[config.mk]
export PLATFORM = sky130hd
export DESIGN_NAME = fetch_top
export DESIGN_NICKNAME = d
export VERILOG_FILES = /design/src/verilog/fetch_pkg.sv /design/src/verilog/fetch_addr_sel.sv /design/src/verilog/prefetch_buffer.sv /design/src/verilog/if_id_reg.sv /design/src/verilog/fetch_top.sv
export SDC_FILE = /design/constraint.sdc
export NUM_CORES = 1
export LEC_CHECK = 0
export BUFFER_PORTS_ARGS = -buffer_cell sky130_fd_sc_hd__buf_2
export CORE_ASPECT_RATIO = 0.8
export CORE_MARGIN = 3
export CORE_UTILIZATION = 40
export DETAILED_ROUTE_END_ITERATION = 8
export GPL_ROUTABILITY_DRIVEN = 0
export PLACE_DENSITY = 0.67
export SLEW_MARGIN = 10
export SYNTH_ARGS = -nofsm -noshare
export SYNTH_HDL_FRONTEND = slang
export SYNTH_SLANG_ARGS = --single-unit
[constraint.sdc]
create_clock -name clk -period 12.8 [get_ports clk]
set_input_delay 1.28 -clock clk [delete_from_list [all_inputs] [get_ports clk]]
set_output_delay 1.28 -clock clk [all_outputs]
set_load 0.05 [all_outputs]
[src/verilog/fetch_pkg.sv]
// shared types and constants of the instruction fetch front end
// all fetches are aligned 32-bit words, no compressed instructions
// boot_addr_i must sit on a 256-byte page, the vectors live in that page
`default_nettype none

package fetch_pkg;

  ////////////////////////////////////////
  // widths with a meaning
  ////////////////////////////////////////

  // byte address of one instruction word
  typedef logic [31:0] fetch_addr_t;
  // one instruction word
  typedef logic [31:0] instr_t;
  // vectored interrupt number
  typedef logic [4:0] irq_id_t;

  // redirect source
  typedef enum logic [2:0] {
    PC_BOOT,
    PC_JUMP,
    PC_EXCEPTION,
    PC_ERET,
    PC_DRET
  } pc_sel_e;

  // exception vector select, used with PC_EXCEPTION
  typedef enum logic [2:0] {
    EXC_ILLINSN,
    EXC_ECALL,
    EXC_BREAKPOINT,
    EXC_IRQ,
    EXC_DBD,
    EXC_DBGEXC
  } exc_sel_e;

  ////////////////////////////////////////
  // vector offsets inside the boot page
  ////////////////////////////////////////
  localparam logic [7:0] OFF_RST        = 8'h80;
  localparam logic [7:0] OFF_ILLINSN    = 8'h84;
  localparam logic [7:0] OFF_ECALL      = 8'h88;
  localparam logic [7:0] OFF_BREAKPOINT = 8'h8c;

  // debug module entry points
  localparam fetch_addr_t DM_HALT_ADDR = 32'h1a110800;
  localparam fetch_addr_t DM_EXC_ADDR  = 32'h1a110808;

  // prefetch queue depth, default of the buffer parameter
  localparam int unsigned PF_DEPTH = 2;

endpackage

`default_nettype wire

[src/verilog/fetch_addr_sel.sv]
// next fetch address select, combinational apart from the boot flop
// the boot fetch fires once, on the first cycle with req_i high
// boot_addr_i must be 256-byte aligned
`timescale 1ns/1ps
`default_nettype none

module fetch_addr_sel import fetch_pkg::*; (
  input  logic        clk,
  input  logic        rst_n,
  input  logic        req_i,
  input  logic        pc_set_i,
  input  fetch_addr_t boot_addr_i,
  input  pc_sel_e     pc_sel_i,
  input  exc_sel_e    exc_sel_i,
  input  irq_id_t     irq_id_i,
  input  fetch_addr_t jump_target_i,
  input  fetch_addr_t epc_i,
  input  fetch_addr_t depc_i,
  output logic        branch_o,
  output fetch_addr_t branch_addr_o
);

  logic        init_q;
  logic        boot_fetch;
  fetch_addr_t exc_addr;
  fetch_addr_t target;

  // exception vector, offsets live in the boot page
  always_comb begin
    exc_addr = '0;
    unique case (exc_sel_i)
      EXC_ILLINSN:    exc_addr = {boot_addr_i[31:8], OFF_ILLINSN};
      EXC_ECALL:      exc_addr = {boot_addr_i[31:8], OFF_ECALL};
      EXC_BREAKPOINT: exc_addr = {boot_addr_i[31:8], OFF_BREAKPOINT};
      // irq number times 4
      EXC_IRQ:        exc_addr = {boot_addr_i[31:8], 1'b0, irq_id_i, 2'b00};
      EXC_DBD:        exc_addr = DM_HALT_ADDR;
      EXC_DBGEXC:     exc_addr = DM_EXC_ADDR;
      default:        exc_addr = '0;
    endcase
  end

  // redirect target, a pc_set_i wins over the boot fetch
  always_comb begin
    target = {boot_addr_i[31:8], OFF_RST};
    if (pc_set_i) begin
      unique case (pc_sel_i)
        PC_BOOT:      target = {boot_addr_i[31:8], OFF_RST};
        PC_JUMP:      target = jump_target_i;
        PC_EXCEPTION: target = exc_addr;
        PC_ERET:      target = epc_i;
        PC_DRET:      target = depc_i;
        default:      target = {boot_addr_i[31:8], OFF_RST};
      endcase
    end
  end

  // set by reset, cleared by the first request or redirect
  always_ff @(posedge clk or negedge rst_n) begin
    if (!rst_n) begin
      init_q <= 1'b1;
    end else if (req_i || pc_set_i) begin
      init_q <= 1'b0;
    end
  end

  assign boot_fetch    = init_q & req_i;
  assign branch_o      = boot_fetch | pc_set_i;
  // word fetches only
  assign branch_addr_o = {target[31:2], 2'b00};

  // vectors are built from the upper 24 bits of the boot page
  a_boot_aligned: assert property (@(posedge clk) disable iff (!rst_n)
    req_i |-> (boot_addr_i[7:0] == 8'h00))
    else $error("boot address not aligned to 256 bytes");

endmodule

`default_nettype wire

[src/verilog/prefetch_buffer.sv]
// memory bus master and word queue, one request on the bus at a time
// a request waiting for grant keeps its address even across a branch
// granted requests plus queued words never exceed DEPTH (2 or more)
`timescale 1ns/1ps
`default_nettype none

module prefetch_buffer import fetch_pkg::*; #(
  parameter int unsigned DEPTH = PF_DEPTH
) (
  input  logic        clk,
  input  logic        rst_n,
  input  logic        req_i,
  input  logic        branch_i,
  input  fetch_addr_t branch_addr_i,
  input  logic        fetch_ready_i,
  output logic        fetch_valid_o,
  output instr_t      fetch_rdata_o,
  output fetch_addr_t fetch_addr_o,
  output logic        instr_req_o,
  output fetch_addr_t instr_addr_o,
  input  logic        instr_gnt_i,
  input  logic        instr_rvalid_i,
  input  instr_t      instr_rdata_i
);

  localparam int unsigned PTR_W = $clog2(DEPTH);
  localparam int unsigned CNT_W = $clog2(DEPTH + 1);

  // bus side state
  logic              pend_q;
  logic              pend_stale_q;
  fetch_addr_t       req_addr_q;
  fetch_addr_t       next_addr_q;
  fetch_addr_t       resp_addr_q;
  fetch_addr_t       cur_addr;
  logic [CNT_W-1:0]  out_cnt_q;
  logic [CNT_W-1:0]  stale_cnt_q;
  logic [CNT_W-1:0]  stale_now;
  logic [CNT_W:0]    used;
  logic              space_ok;
  logic              gnt;
  logic              req_stale;
  logic              drop;
  logic              keep_word;

  // queue state
  instr_t            fifo_rdata_q [DEPTH];
  fetch_addr_t       fifo_addr_q  [DEPTH];
  logic [PTR_W-1:0]  wr_ptr_q;
  logic [PTR_W-1:0]  rd_ptr_q;
  logic [CNT_W-1:0]  fifo_cnt_q;
  logic              fifo_empty;
  logic              push;
  logic              pop;

  function automatic logic [PTR_W-1:0] ptr_inc(input logic [PTR_W-1:0] ptr);
    return (ptr == PTR_W'(DEPTH - 1)) ? '0 : ptr + 1'b1;
  endfunction

  ////////////////////////////////////////
  // request side
  ////////////////////////////////////////
  // a branch restarts from its target in the same cycle
  assign cur_addr = branch_i ? branch_addr_i : next_addr_q;
  // queued words do not count once they are flushed
  assign used     = {1'b0, out_cnt_q} + (branch_i ? '0 : {1'b0, fifo_cnt_q});
  assign space_ok = used < (CNT_W + 1)'(DEPTH);

  assign instr_req_o  = pend_q | (req_i & space_ok);
  assign instr_addr_o = pend_q ? req_addr_q : cur_addr;
  assign gnt          = instr_req_o & instr_gnt_i;
  // held request from before a branch
  assign req_stale    = pend_q & (pend_stale_q | branch_i);

  ////////////////////////////////////////
  // response side
  ////////////////////////////////////////
  // oldest responses owed are the stale ones, they arrive in order
  assign stale_now  = branch_i ? out_cnt_q : stale_cnt_q;
  assign drop       = instr_rvalid_i & (stale_now != '0);
  assign keep_word  = instr_rvalid_i & ~drop;

  assign fifo_empty = (fifo_cnt_q == '0);
  // empty queue passes the word straight through
  assign push = keep_word & ~(fifo_empty & fetch_ready_i);
  assign pop  = fetch_ready_i & ~fifo_empty;

  assign fetch_valid_o = ~branch_i & (~fifo_empty | keep_word);
  assign fetch_rdata_o = fifo_empty ? instr_rdata_i : fifo_rdata_q[rd_ptr_q];
  assign fetch_addr_o  = fifo_empty ? resp_addr_q : fifo_addr_q[rd_ptr_q];

  always_ff @(posedge clk or negedge rst_n) begin
    if (!rst_n) begin
      pend_q       <= 1'b0;
      pend_stale_q <= 1'b0;
      next_addr_q  <= '0;
      resp_addr_q  <= '0;
      out_cnt_q    <= '0;
      stale_cnt_q  <= '0;
      wr_ptr_q     <= '0;
      rd_ptr_q     <= '0;
      fifo_cnt_q   <= '0;
    end else begin
      pend_q       <= instr_req_o & ~instr_gnt_i;
      pend_stale_q <= instr_req_o & ~instr_gnt_i & req_stale;
      // a stale grant leaves the branch target in place
      next_addr_q  <= (gnt && !req_stale) ? instr_addr_o + 32'd4 : cur_addr;
      out_cnt_q    <= out_cnt_q + CNT_W'(gnt) - CNT_W'(instr_rvalid_i);
      stale_cnt_q  <= stale_now - CNT_W'(drop) + CNT_W'(gnt & req_stale);
      if (branch_i) begin
        resp_addr_q <= branch_addr_i;
      end else if (keep_word) begin
        resp_addr_q <= resp_addr_q + 32'd4;
      end
      // flush empties the queue
      if (branch_i) begin
        wr_ptr_q   <= '0;
        rd_ptr_q   <= '0;
        fifo_cnt_q <= '0;
      end else begin
        if (push) begin
          wr_ptr_q <= ptr_inc(wr_ptr_q);
        end
        if (pop) begin
          rd_ptr_q <= ptr_inc(rd_ptr_q);
        end
        fifo_cnt_q <= fifo_cnt_q + CNT_W'(push) - CNT_W'(pop);
      end
    end
  end

  // payload, only read while valid
  always_ff @(posedge clk) begin
    req_addr_q <= instr_addr_o;
    if (push) begin
      fifo_rdata_q[wr_ptr_q] <= instr_rdata_i;
      fifo_addr_q[wr_ptr_q]  <= resp_addr_q;
    end
  end

  a_gnt_req: assert property (@(posedge clk) disable iff (!rst_n)
    instr_gnt_i |-> instr_req_o)
    else $error("grant without request");

  a_rvalid_owed: assert property (@(posedge clk) disable iff (!rst_n)
    instr_rvalid_i |-> (out_cnt_q != '0))
    else $error("rvalid with no request outstanding");

  a_addr_hold: assert property (@(posedge clk) disable iff (!rst_n)
    (instr_req_o && !instr_gnt_i) |=> (instr_req_o && $stable(instr_addr_o)))
    else $error("request dropped or address changed before grant");

endmodule

`default_nettype wire

[src/verilog/if_id_reg.sv]
// IF/ID register, one instruction with its pc toward decode
// flush_i clears the held word and blocks a load in the same cycle
// halt_i stops loading, the held word can still be taken
`timescale 1ns/1ps
`default_nettype none

module if_id_reg import fetch_pkg::*; (
  input  logic        clk,
  input  logic        rst_n,
  input  logic        fetch_valid_i,
  input  instr_t      fetch_rdata_i,
  input  fetch_addr_t fetch_addr_i,
  input  logic        halt_i,
  input  logic        flush_i,
  input  logic        instr_ready_i,
  output logic        fetch_ready_o,
  output logic        instr_valid_o,
  output instr_t      instr_o,
  output fetch_addr_t pc_o
);

  // load when empty or when decode takes the current word
  assign fetch_ready_o = fetch_valid_i & ~halt_i & ~flush_i &
                         (~instr_valid_o | instr_ready_i);

  always_ff @(posedge clk or negedge rst_n) begin
    if (!rst_n) begin
      instr_valid_o <= 1'b0;
    end else if (flush_i) begin
      instr_valid_o <= 1'b0;
    end else if (fetch_ready_o) begin
      instr_valid_o <= 1'b1;
    end else if (instr_ready_i) begin
      // consumed with nothing behind it
      instr_valid_o <= 1'b0;
    end
  end

  // word and pc move only on a load
  always_ff @(posedge clk) begin
    if (fetch_ready_o) begin
      instr_o <= fetch_rdata_i;
      pc_o    <= fetch_addr_i;
    end
  end

  // decode sees a steady word while it stalls
  a_hold: assert property (@(posedge clk) disable iff (!rst_n)
    (instr_valid_o && !instr_ready_i && !flush_i) |=>
      (instr_valid_o && $stable(instr_o) && $stable(pc_o)))
    else $error("IF/ID word changed under back-pressure");

endmodule

`default_nettype wire

[src/verilog/fetch_top.sv]
// fetch front end, address select then prefetch queue then IF/ID register
// memory side is request/grant/rvalid, decode side is valid/ready
`timescale 1ns/1ps
`default_nettype none

module fetch_top import fetch_pkg::*; (
  input  logic        clk,
  input  logic        rst_n,
  // control from the core
  input  fetch_addr_t boot_addr_i,
  input  logic        req_i,
  input  logic        pc_set_i,
  input  pc_sel_e     pc_sel_i,
  input  exc_sel_e    exc_sel_i,
  input  irq_id_t     irq_id_i,
  input  fetch_addr_t jump_target_i,
  input  fetch_addr_t epc_i,
  input  fetch_addr_t depc_i,
  input  logic        halt_i,
  // instruction memory
  output logic        instr_req_o,
  output fetch_addr_t instr_addr_o,
  input  logic        instr_gnt_i,
  input  logic        instr_rvalid_i,
  input  instr_t      instr_rdata_i,
  // decode port
  output logic        instr_valid_o,
  output instr_t      instr_o,
  output fetch_addr_t pc_o,
  input  logic        instr_ready_i
);

  logic        branch;
  fetch_addr_t branch_addr;
  logic        fetch_valid;
  logic        fetch_ready;
  instr_t      fetch_rdata;
  fetch_addr_t fetch_addr;

  fetch_addr_sel u_addr_sel (
    .clk           (clk),
    .rst_n         (rst_n),
    .req_i         (req_i),
    .pc_set_i      (pc_set_i),
    .boot_addr_i   (boot_addr_i),
    .pc_sel_i      (pc_sel_i),
    .exc_sel_i     (exc_sel_i),
    .irq_id_i      (irq_id_i),
    .jump_target_i (jump_target_i),
    .epc_i         (epc_i),
    .depc_i        (depc_i),
    .branch_o      (branch),
    .branch_addr_o (branch_addr)
  );

  prefetch_buffer #(.DEPTH(PF_DEPTH)) u_prefetch (
    .clk            (clk),
    .rst_n          (rst_n),
    .req_i          (req_i),
    .branch_i       (branch),
    .branch_addr_i  (branch_addr),
    .fetch_ready_i  (fetch_ready),
    .fetch_valid_o  (fetch_valid),
    .fetch_rdata_o  (fetch_rdata),
    .fetch_addr_o   (fetch_addr),
    .instr_req_o    (instr_req_o),
    .instr_addr_o   (instr_addr_o),
    .instr_gnt_i    (instr_gnt_i),
    .instr_rvalid_i (instr_rvalid_i),
    .instr_rdata_i  (instr_rdata_i)
  );

  // the same redirect pulse flushes the output register
  if_id_reg u_if_id (
    .clk           (clk),
    .rst_n         (rst_n),
    .fetch_valid_i (fetch_valid),
    .fetch_rdata_i (fetch_rdata),
    .fetch_addr_i  (fetch_addr),
    .halt_i        (halt_i),
    .flush_i       (branch),
    .instr_ready_i (instr_ready_i),
    .fetch_ready_o (fetch_ready),
    .instr_valid_o (instr_valid_o),
    .instr_o       (instr_o),
    .pc_o          (pc_o)
  );

endmodule

`default_nettype wire

==> results.txt, run 1 <==
- Sequential elements use between 50% and 60% of the synthesized area.
- In this run the power density over the cells is between 200 and 250 mW/mm^2.
- Once detail routing completed, the nets flagged for antenna violations numbered 0.
* Effective utilization at floorplan: between 40% and 50%
- The count of cells in the finished layout, fillers not included, comes to around 1800.
- The critical path goes through buf_2 > buf_4 > nor3b_4 > o21a_1 > buf_4 > a221oi_1 > o31ai_1 > buf_2.
* Post-route design area: 0.0162 sq mm
* Pin count of the biggest net entering global routing: 84
* Most frequent cells after synthesis: 186 x sky130_fd_sc_hd__edfxtp_1, 126 x sky130_fd_sc_hd__nand2_1, 112 x sky130_fd_sc_hd__o21ai_0, 93 x sky130_fd_sc_hd__mux2i_1, 73 x sky130_fd_sc_hd__dfrtp_1
* Clock network fraction of design power: between 20 and 30%
* Residual DRC count: 0
- Highest routing layer actually used: met5
* Arrival @ worst endpoint: ~4.5 ns
- around 280 I/O pins were placed.
- Required time worst endpoint: around 12 ns
- Hpwl dp: around 24000 microns
- Counting every sink on the clock net gives between 200 and 300.
* Clk Tree Root Cell: sky130_fd_sc_hd__clkbuf_16
- Post-synthesis average cell area: roughly 12 sq um
* Final core utilization: about half
* Overall Global Routing Usage: a little under a fifth
- Of all nets on the critical path, the largest fanout is 44.
* Filler Cells Inserted: between 2000 and 3000
* Slew @ Worst Pin: 0.960 ns
* Final Cycle Share: a little under half
- The routed design has approximately 35000 microns of wire.
- After technology mapping, the gate count stands at 1141.
* Source of the worst register-to-register timing path: u_addr_sel.init_q
* Wl on met1: 16500 microns
* Met2 WL post-DR: 15700 microns
* Post-layout min period: between 5 and 6 ns
- R2R Setup Slk: roughly 9 ns
- Most used flip-flop cell after synthesis: sky130_fd_sc_hd__edfxtp_1
* Worst relative slew slack: 35.9%
* Post-synthesis cell type with the largest combined area: sky130_fd_sc_hd__edfxtp_1
- Height of the chip: 170 microns
* Number of enable-type register cells in the synthesized netlist: 186
* Critical path type: in -> out
* Worst-path clk slew: approximately 0.060 ns
* Number of standard-cell rows in the floorplan: slightly below 60
* Proportion of netlist area held by the largest area contributor: 41.4%
- Across the VDD grid, the largest voltage drop is approximately 0.15 mV.
- The worst hold path begins at u_prefetch.req_addr_q[1].
- The count of final hold-check violations came to 0.
- The die is about 210 microns wide.
- In this run the critical register-to-register path is captured at u_prefetch.fifo_addr_q[1][2].
- Crit-path max cell delay: roughly 0.84 ns
* 1st-pass router iterations: 5
- Crit. End Element: output port
- Setup violation total in the final timing report: 0
- Clk_lat worst skew: roughly 0.57 ns
- By area the synthesized netlist is led by sky130_fd_sc_hd__edfxtp_1 41%, sky130_fd_sc_hd__dfrtp_1 14%, sky130_fd_sc_hd__mux2i_1 6.9%.
- After detailed routing, the met3 layer carries approximately 2700 microns of wire.
- Type of element launching the critical path: primary input
- Number of buffers inserted to repair setup after CTS: 0
- Overall power: approximately 3.3 mW
- The number of antenna violations at the first check in global routing is 1.
- Net switching is 36.8% of the power.
- Register share of total power: slightly below 40%
- In the routed layout, each cell is associated on average with a via count of around 5.4.
* First-pass GRT wire length: approximately 54000 microns
* Core region area: approximately 0.033 sq mm
* Via count of the first global-routing pass: 9277
- The most common cell in the synthesized netlist is sky130_fd_sc_hd__edfxtp_1.
- In the final timing run, aggregate negative setup slack is 0 ns.
- Syn-to-layout area delta: 20.5%
* Die area: 0.0360 sq mm
* Length in cells of the worst reg-to-reg path: 6
- After the first detailed-routing iteration, the DRC count stood at between 800 and 900.
- RSZ-0062 raised after global routing: no
- TritonCTS built the clock tree.
- Vias after detailed routing: about 10000
- In this run, post-CTS repair resized a total of 0 instances.
- Setup Skew: about 0.0086 ns
- In the synthesized netlist the async set-or-reset flop fraction comes to 25.3%.
* Remaining global-route overflow: 0
* Quantity of hold-fixing buffers added after cts: 0
* Switching power total: about 1.2 mW
- Hold-critical path endpoint: u_prefetch.req_addr_q[1]
* Outcome: finished, final reports clean
- Port buffering added 260 buffers.
- Routed length per instance: about 19 microns
- Across the run, the number of max-cap violations was 0.
* Count of state elements after synthesis: approximately 290
* Crit-path slowest cell: sky130_fd_sc_hd__o31ai_1
- The repair_antennas step left the layout with diodes totalling 0.
- Number of nets in the finished design: about 1600
- Max-slew violation count: 0
- Tightest Hold Check Type: reg -> reg
* Leakage Power: ~6.4 nW
- Logic gate share of total power: between 30% and 40%
- Synth cell types: ~80
- H-tree depth: 1
* Total standard cell area after synthesis: approximately 0.013 sq mm
* Fmax: 172 MHz
* Number of clock buffers inserted by TritonCTS: 30
- During synthesis, Yosys emitted a total of 0 warnings.
- Number of cells traversed by the worst hold path: 2
- After detailed placement, the design holds a cell count of around 1800.
* Internal power consumption: 2.11 mW
* Share of layout cells above drive strength 1: between 20% and 30%
- After detailed placement, the total cell area comes to 0.0152 sq mm.
- The clock passes through at most 3 buffers.
[layout make-up]
cell class	count	area [sq um]	area share, %
timing repair buffer	274	1410	8.68
inverter	25	93.8	0.578
sequential	292	8080	49.8
multi-input combinational	758	5050	31.1
clock inverter	24	315	1.94
tap	427	534	3.29
clock buffer	32	758	4.67
[routing by layer]
layer,vias to the layer above,track usage (%)
met5,-,0
met4,2,3.14
met3,40,3.72
met2,359,29.6
met1,4723,28.5
li1,4693,-
[logic make-up (layout without fill, tap and decap cells)]
family / count (synthesis) / count (layout) / share of synthesized area (%)
other: 1 / 2 / 0.0278
xor gates and xnor gates: 56 / 56 / 3.64
and+or+nand+nor: 316 / 316 / 11.7
adders and majority gates: 9 / 9 / 0.891
muxes: 102 / 102 / 7.66
buffers and inverters: 92 / 355 / 3.01
AOI/OAI and AO/OA: 273 / 273 / 13.2
DFF: 292 / 292 / 59.9
[metrics by stage]
step | setup slack (ns) | hold WS, ns
2_1_floorplan | 6.66 | 0.483
3_3_place_gp | 7.11 | 0.474
3_5_place_dp | 7.04 | 0.488
4_1_cts | 7.03 | 0.504
5_1_grt | 6.77 | 0.537
6_report | 6.99 | 0.508
[worst max path at each step]
stage / startpoint / end / slack, ns / cells after the start
after global routing: pc_sel_i[1] / instr_addr_o[26] / 6.77 / 8
final: pc_sel_i[1] / instr_addr_o[26] / 6.99 / 8
after floorplan: pc_set_i / u_if_id.instr_o[0] / 6.66 / 6
after detailed placement: pc_sel_i[1] / instr_addr_o[26] / 7.04 / 8
after global placement: pc_sel_i[1] / instr_addr_o[26] / 7.11 / 8
after CTS: pc_sel_i[1] / instr_addr_o[26] / 7.03 / 8
[layout by cell type, fill, tap and decap left out, types with 4 or more instances in the layout]
cell type                   instances
sky130_fd_sc_hd__edfxtp_1         186
sky130_fd_sc_hd__a221o_1            5
sky130_fd_sc_hd__o21ai_0          112
sky130_fd_sc_hd__nor2b_1            5
sky130_fd_sc_hd__nand4_1           12
sky130_fd_sc_hd__o211ai_1           6
sky130_fd_sc_hd__dfxtp_1           32
sky130_fd_sc_hd__mux2_2             9
sky130_fd_sc_hd__clkbuf_16         30
sky130_fd_sc_hd__xnor2_1           21
sky130_fd_sc_hd__nand3_1           21
sky130_fd_sc_hd__o2bb2ai_1         16
sky130_fd_sc_hd__nor3_1             9
sky130_fd_sc_hd__clkinv_1           5
sky130_fd_sc_hd__ha_1               8
sky130_fd_sc_hd__a22oi_1           10
sky130_fd_sc_hd__xor2_1            35
sky130_fd_sc_hd__buf_2            259
sky130_fd_sc_hd__mux2i_1           93
sky130_fd_sc_hd__inv_1             25
sky130_fd_sc_hd__buf_4             15
sky130_fd_sc_hd__a21o_1             4
sky130_fd_sc_hd__and2_1            12
sky130_fd_sc_hd__nor4b_1            4
sky130_fd_sc_hd__a31oi_1            7
sky130_fd_sc_hd__and3_1            23
sky130_fd_sc_hd__or3_1             13
sky130_fd_sc_hd__o31ai_1            7
sky130_fd_sc_hd__a21boi_0           7
sky130_fd_sc_hd__dfrtp_1           72
sky130_fd_sc_hd__a221oi_1           9
sky130_fd_sc_hd__nand2_1          126
sky130_fd_sc_hd__nor2_1            61
sky130_fd_sc_hd__and4_1             4
sky130_fd_sc_hd__a21oi_1           37
sky130_fd_sc_hd__o21ai_1            5
sky130_fd_sc_hd__clkinv_2           7
sky130_fd_sc_hd__o21a_1             6
sky130_fd_sc_hd__bufinv_16          7
sky130_fd_sc_hd__o22ai_1           11
[power groups by stage]
stage | combinational (mW) | clock (mW) | sequential [mW]
final | 1.07 | 0.948 | 1.32
after global routing | 1.17 | 1.00 | 1.34
after CTS | 1.07 | 0.965 | 1.32
after detailed placement | 1.07 | 0 | 1.34
after global placement | 1.05 | 0 | 1.34
after floorplan | 0.699 | 0 | 1.43
[state kept, by name, indices dropped and copies added (netlist names)]
signal / cells
u_prefetch.resp_addr_q: 30
u_prefetch.out_cnt_q: 2
u_prefetch.pend_stale_q: 1
u_prefetch.req_addr_q: 32
u_if_id.pc_o: 30
u_prefetch.fifo_rdata_q: 64
u_if_id.instr_valid_o: 1
u_prefetch.rd_ptr_q: 1
u_prefetch.fifo_cnt_q: 2
u_prefetch.wr_ptr_q: 1
u_prefetch.next_addr_q: 32
u_if_id.instr_o: 32
u_prefetch.fifo_addr_q: 60
u_prefetch.stale_cnt_q: 2
u_addr_sel.init_q: 1
u_prefetch.pend_q: 1
[critical path: cells and delay by family]
family | cells | cell delay [ns]
compound gates | 3 | 1.46
buf+inv | 4 | 1.16
simple gates | 1 | 0.61
(Power assumes the default switching activity.)
==> run 2: changes to the inputs <==
--- a/config.mk
+++ b/config.mk
@@ -11,7 +11,7 @@
 export CORE_UTILIZATION = 40
 export DETAILED_ROUTE_END_ITERATION = 8
 export GPL_ROUTABILITY_DRIVEN = 0
-export PLACE_DENSITY = 0.67
+export PLACE_DENSITY = 0.7
 export SLEW_MARGIN = 10
 export SYNTH_ARGS = -nofsm -noshare
 export SYNTH_HDL_FRONTEND = slang
==> constraint.sdc (replaced) <==
create_clock -name clk -period 5.15 [get_ports clk]
set_input_delay 0.515 -clock clk [delete_from_list [all_inputs] [get_ports clk]]
set_output_delay 0.515 -clock clk [all_outputs]
set_load 0.05 [all_outputs]
==> run 2 against run 1 <==
Final cell count increased by 0.16%. Setup slack got worse by 5.9 ns. Routed wire length increased by 0.69%. Design area decreased by 0.15%. Power increased by 140%. Critical path type unchanged. Largest power group unchanged. Highest routed layer is now met4.
==> results.txt, run 2 (synthesized netlist as in run 1, its figures left out) <==
- The flow ran to the end, and the final reports show no timing, DRC or antenna violations.
- The internal power of the cells totals 5.11 mW.
* Number of instances in the placed design: about 1800
- CTS built an H-tree with a depth of 1.
- The share of total power dissipated in the clock network is 27.0%.
- Worst hold slack: approximately 0.096 ns
- Diodes inserted: 0
- Worst relative slew slack: 32.5%
* Worst IR Drop VDD: between 0.3 and 0.4 mV
- Buffers placed on the I/O ports in this run total between 200 and 300.
- For this run, the top clock speed supported by timing is roughly 250 MHz.
- Minimum setup slack in the final design: between 1 and 1.5 ns
- Sum of negative setup slack: 0 ns
- The first global-routing pass estimated about 54000 microns of wire.
* Clk Tree Root Cell: sky130_fd_sc_hd__clkbuf_16
- Summing over every cut layer, the via total after detailed routing is 9889.
- In the routed design, unresolved DRC markers number 0.
- Leading cell types in the layout, fill and taps excluded: 259 x sky130_fd_sc_hd__buf_2, 186 x sky130_fd_sc_hd__edfxtp_1, 126 x sky130_fd_sc_hd__nand2_1
- Entering global routing, the biggest net connects a little over 100 pins.
* Arrival @ worst endpoint: ~3.5 ns
- The largest registers in the layout are u_prefetch.fifo_rdata_q x64, u_prefetch.fifo_addr_q x60.
- The endpoint identified for the worst register-to-register timing path is u_prefetch.resp_addr_q[22].
- The number of antenna violations at the first check in global routing was 0.
- Number of clock buffers inserted by TritonCTS: 30
* Crit. End Element: output port
- Syn-to-layout area delta: 20.3%
- Average vias per placed instance: 5.39
* RSZ-0062 raised after global routing: no
* Height of the chip: between 150 and 200 microns
- The floorplan step defined a die boundary enclosing about 0.036 sq mm.
- Number of standard-cell rows in the floorplan: between 50 and 60
- The register with the most flip-flops in the layout has 64 of them.
- Setup violations remaining at the end of the flow were counted as 0.
- In this run the critical register-to-register path is launched from u_addr_sel.init_q.
- Type of element launching the critical path: primary input
- Leakage Power: 6.43 nW
* Number of nets in the finished design: approximately 1600
* Number of gates resized after cts: 0
* Effective utilization at floorplan: 41.0%
* Tightest Hold Check Type: in -> async
* Via count of the first global-routing pass: ~9600
- Worst-path clk slew: approximately 0.070 ns
* PwrDens: 503 mW/mm^2
- Detailed router's first-iteration violation count: about 650
* Hpwl dp: approximately 24000 microns
- Net switching is 37.4% of the power.
- Once detail routing completed, the nets flagged for antenna violations numbered 0.
- Core region area: between 0.03 and 0.04 sq mm
- Count of boundary I/O pins: 277
- R2R Setup Slk: 1.63 ns
- Switching power total: 3.06 mW
* Most common library cell in the layout ignoring fill and taps: sky130_fd_sc_hd__buf_2
* Routed length per instance: just under 20 microns
- Clk_lat worst skew: between 0.5 and 0.6 ns
- Width of the chip: 211 microns
- Length in cells of the worst reg-to-reg path: 9
* Critical-path maximum fanout: 20
* Critical path type: in -> out
- For this design, the sink count on the clock tree is 292.
- The pre-antenna-repair detailed-routing pass consisted of 5 iterations.
* Share of layout cells above drive strength 1: about a quarter
- Post-CTS timing repair inserted 0 buffers for setup.
- Between clock sinks in the finished design, the worst skew comes to 0.0122 ns.
- Largest buffer count on any clock path: 3
* Slew @ Worst Pin: 1.01 ns
- Wirelength, routed: approximately 36000 microns
* Clock tree from TritonCTS: built
- Global routing consumed, over all layers together, approximately a fifth of the routing resources.
- Final Cycle Share: 78.0%
* Quantity of hold-fixing buffers added after cts: 0
- Per report_power, the combinational group accounts for roughly a third of the total.
- Excluding fillers, the count of instances in the completed layout stands at approximately 1800.
* Reg with most FFs: u_prefetch.fifo_rdata_q
- Counting I/O delays and the setup requirement, the final critical path takes 4.02 ns.
- Remaining global-route overflow: 0
- Before CTS, the worst setup slack after placement is about 0.80 ns.
* Reported max-cap violation count: 0
- Final Hold Fails: 0
- For the worst setup path, the data required time is approximately 4.6 ns.
- The count of pins over their slew limit came to 0.
- Final core utilization: between 40% and 50%
- Register share of total power: about two fifths
run 2: cell types whose count changed in the layout (fill, tap and decap cells not counted), sizes merged:
cell,change
buf,+3
bufinv,-3
clkbuf,-1
clkinv,+4
clkinvlp,+1
inv,-1
run 2: routing by layer:
metal	vias to the layer above	wire length, microns	GRT usage [%]
met3	46	2390	3.89
met1	4790	16300	26.7
met4	0	638	4.28
met5	-	0	0
li1	4720	-	-
met2	333	16300	31.0
run 2: power groups by stage:
stage / sequential (mW) / clock [mW] / combinational (mW)
after global placement: 3.31 / 0 / 2.62
final: 3.29 / 2.20 / 2.67
after detailed placement: 3.33 / 0 / 2.68
after CTS: 3.29 / 2.25 / 2.69
after floorplan: 3.54 / 0 / 1.74
after global routing: 3.33 / 2.35 / 2.92
run 2: worst max-delay path, stage by stage:
cell and delay [ns]:
sky130_fd_sc_hd__buf_2 0.37, sky130_fd_sc_hd__o21ba_2 0.24, sky130_fd_sc_hd__o21a_1 0.65, sky130_fd_sc_hd__buf_4 0.33, sky130_fd_sc_hd__a221oi_1 0.14, sky130_fd_sc_hd__o31ai_1 0.83
sky130_fd_sc_hd__buf_2 0.42
run 2: per-stage QoR:
step                      cell area, sq um  total power, mW
final                                16200             8.16
after floorplan                      13500             5.28
after global routing                 16200             8.60
after global placement               15200             5.93
after CTS                            16200             8.23
after detailed placement             15200             6.02
run 2: final cells by class:
class	count	area, sq um
multi-input cells	758	5050
inverters	25	93.8
clock inverters	25	248
well taps	427	534
flip-flops and latches	292	8080
fillers	2948	16600
repair buffers	277	1460
clock buffers	31	754
run 2: worst max-delay path by stage:
stage                 from                          to  slack (ns)  cells past startpoint
2_1_floorplan     pc_set_i  u_prefetch.next_addr_q[27]        0.23                     14
6_report       pc_sel_i[1]            instr_addr_o[26]        1.13                      7
5_1_grt        pc_sel_i[1]            instr_addr_o[26]        0.93                      7
3_3_place_gp   pc_sel_i[1]  u_prefetch.next_addr_q[30]        0.84                     13
4_1_cts        pc_sel_i[1]            instr_addr_o[26]        1.17                      7
3_5_place_dp   pc_sel_i[1]  u_prefetch.next_addr_q[30]        0.80                     12
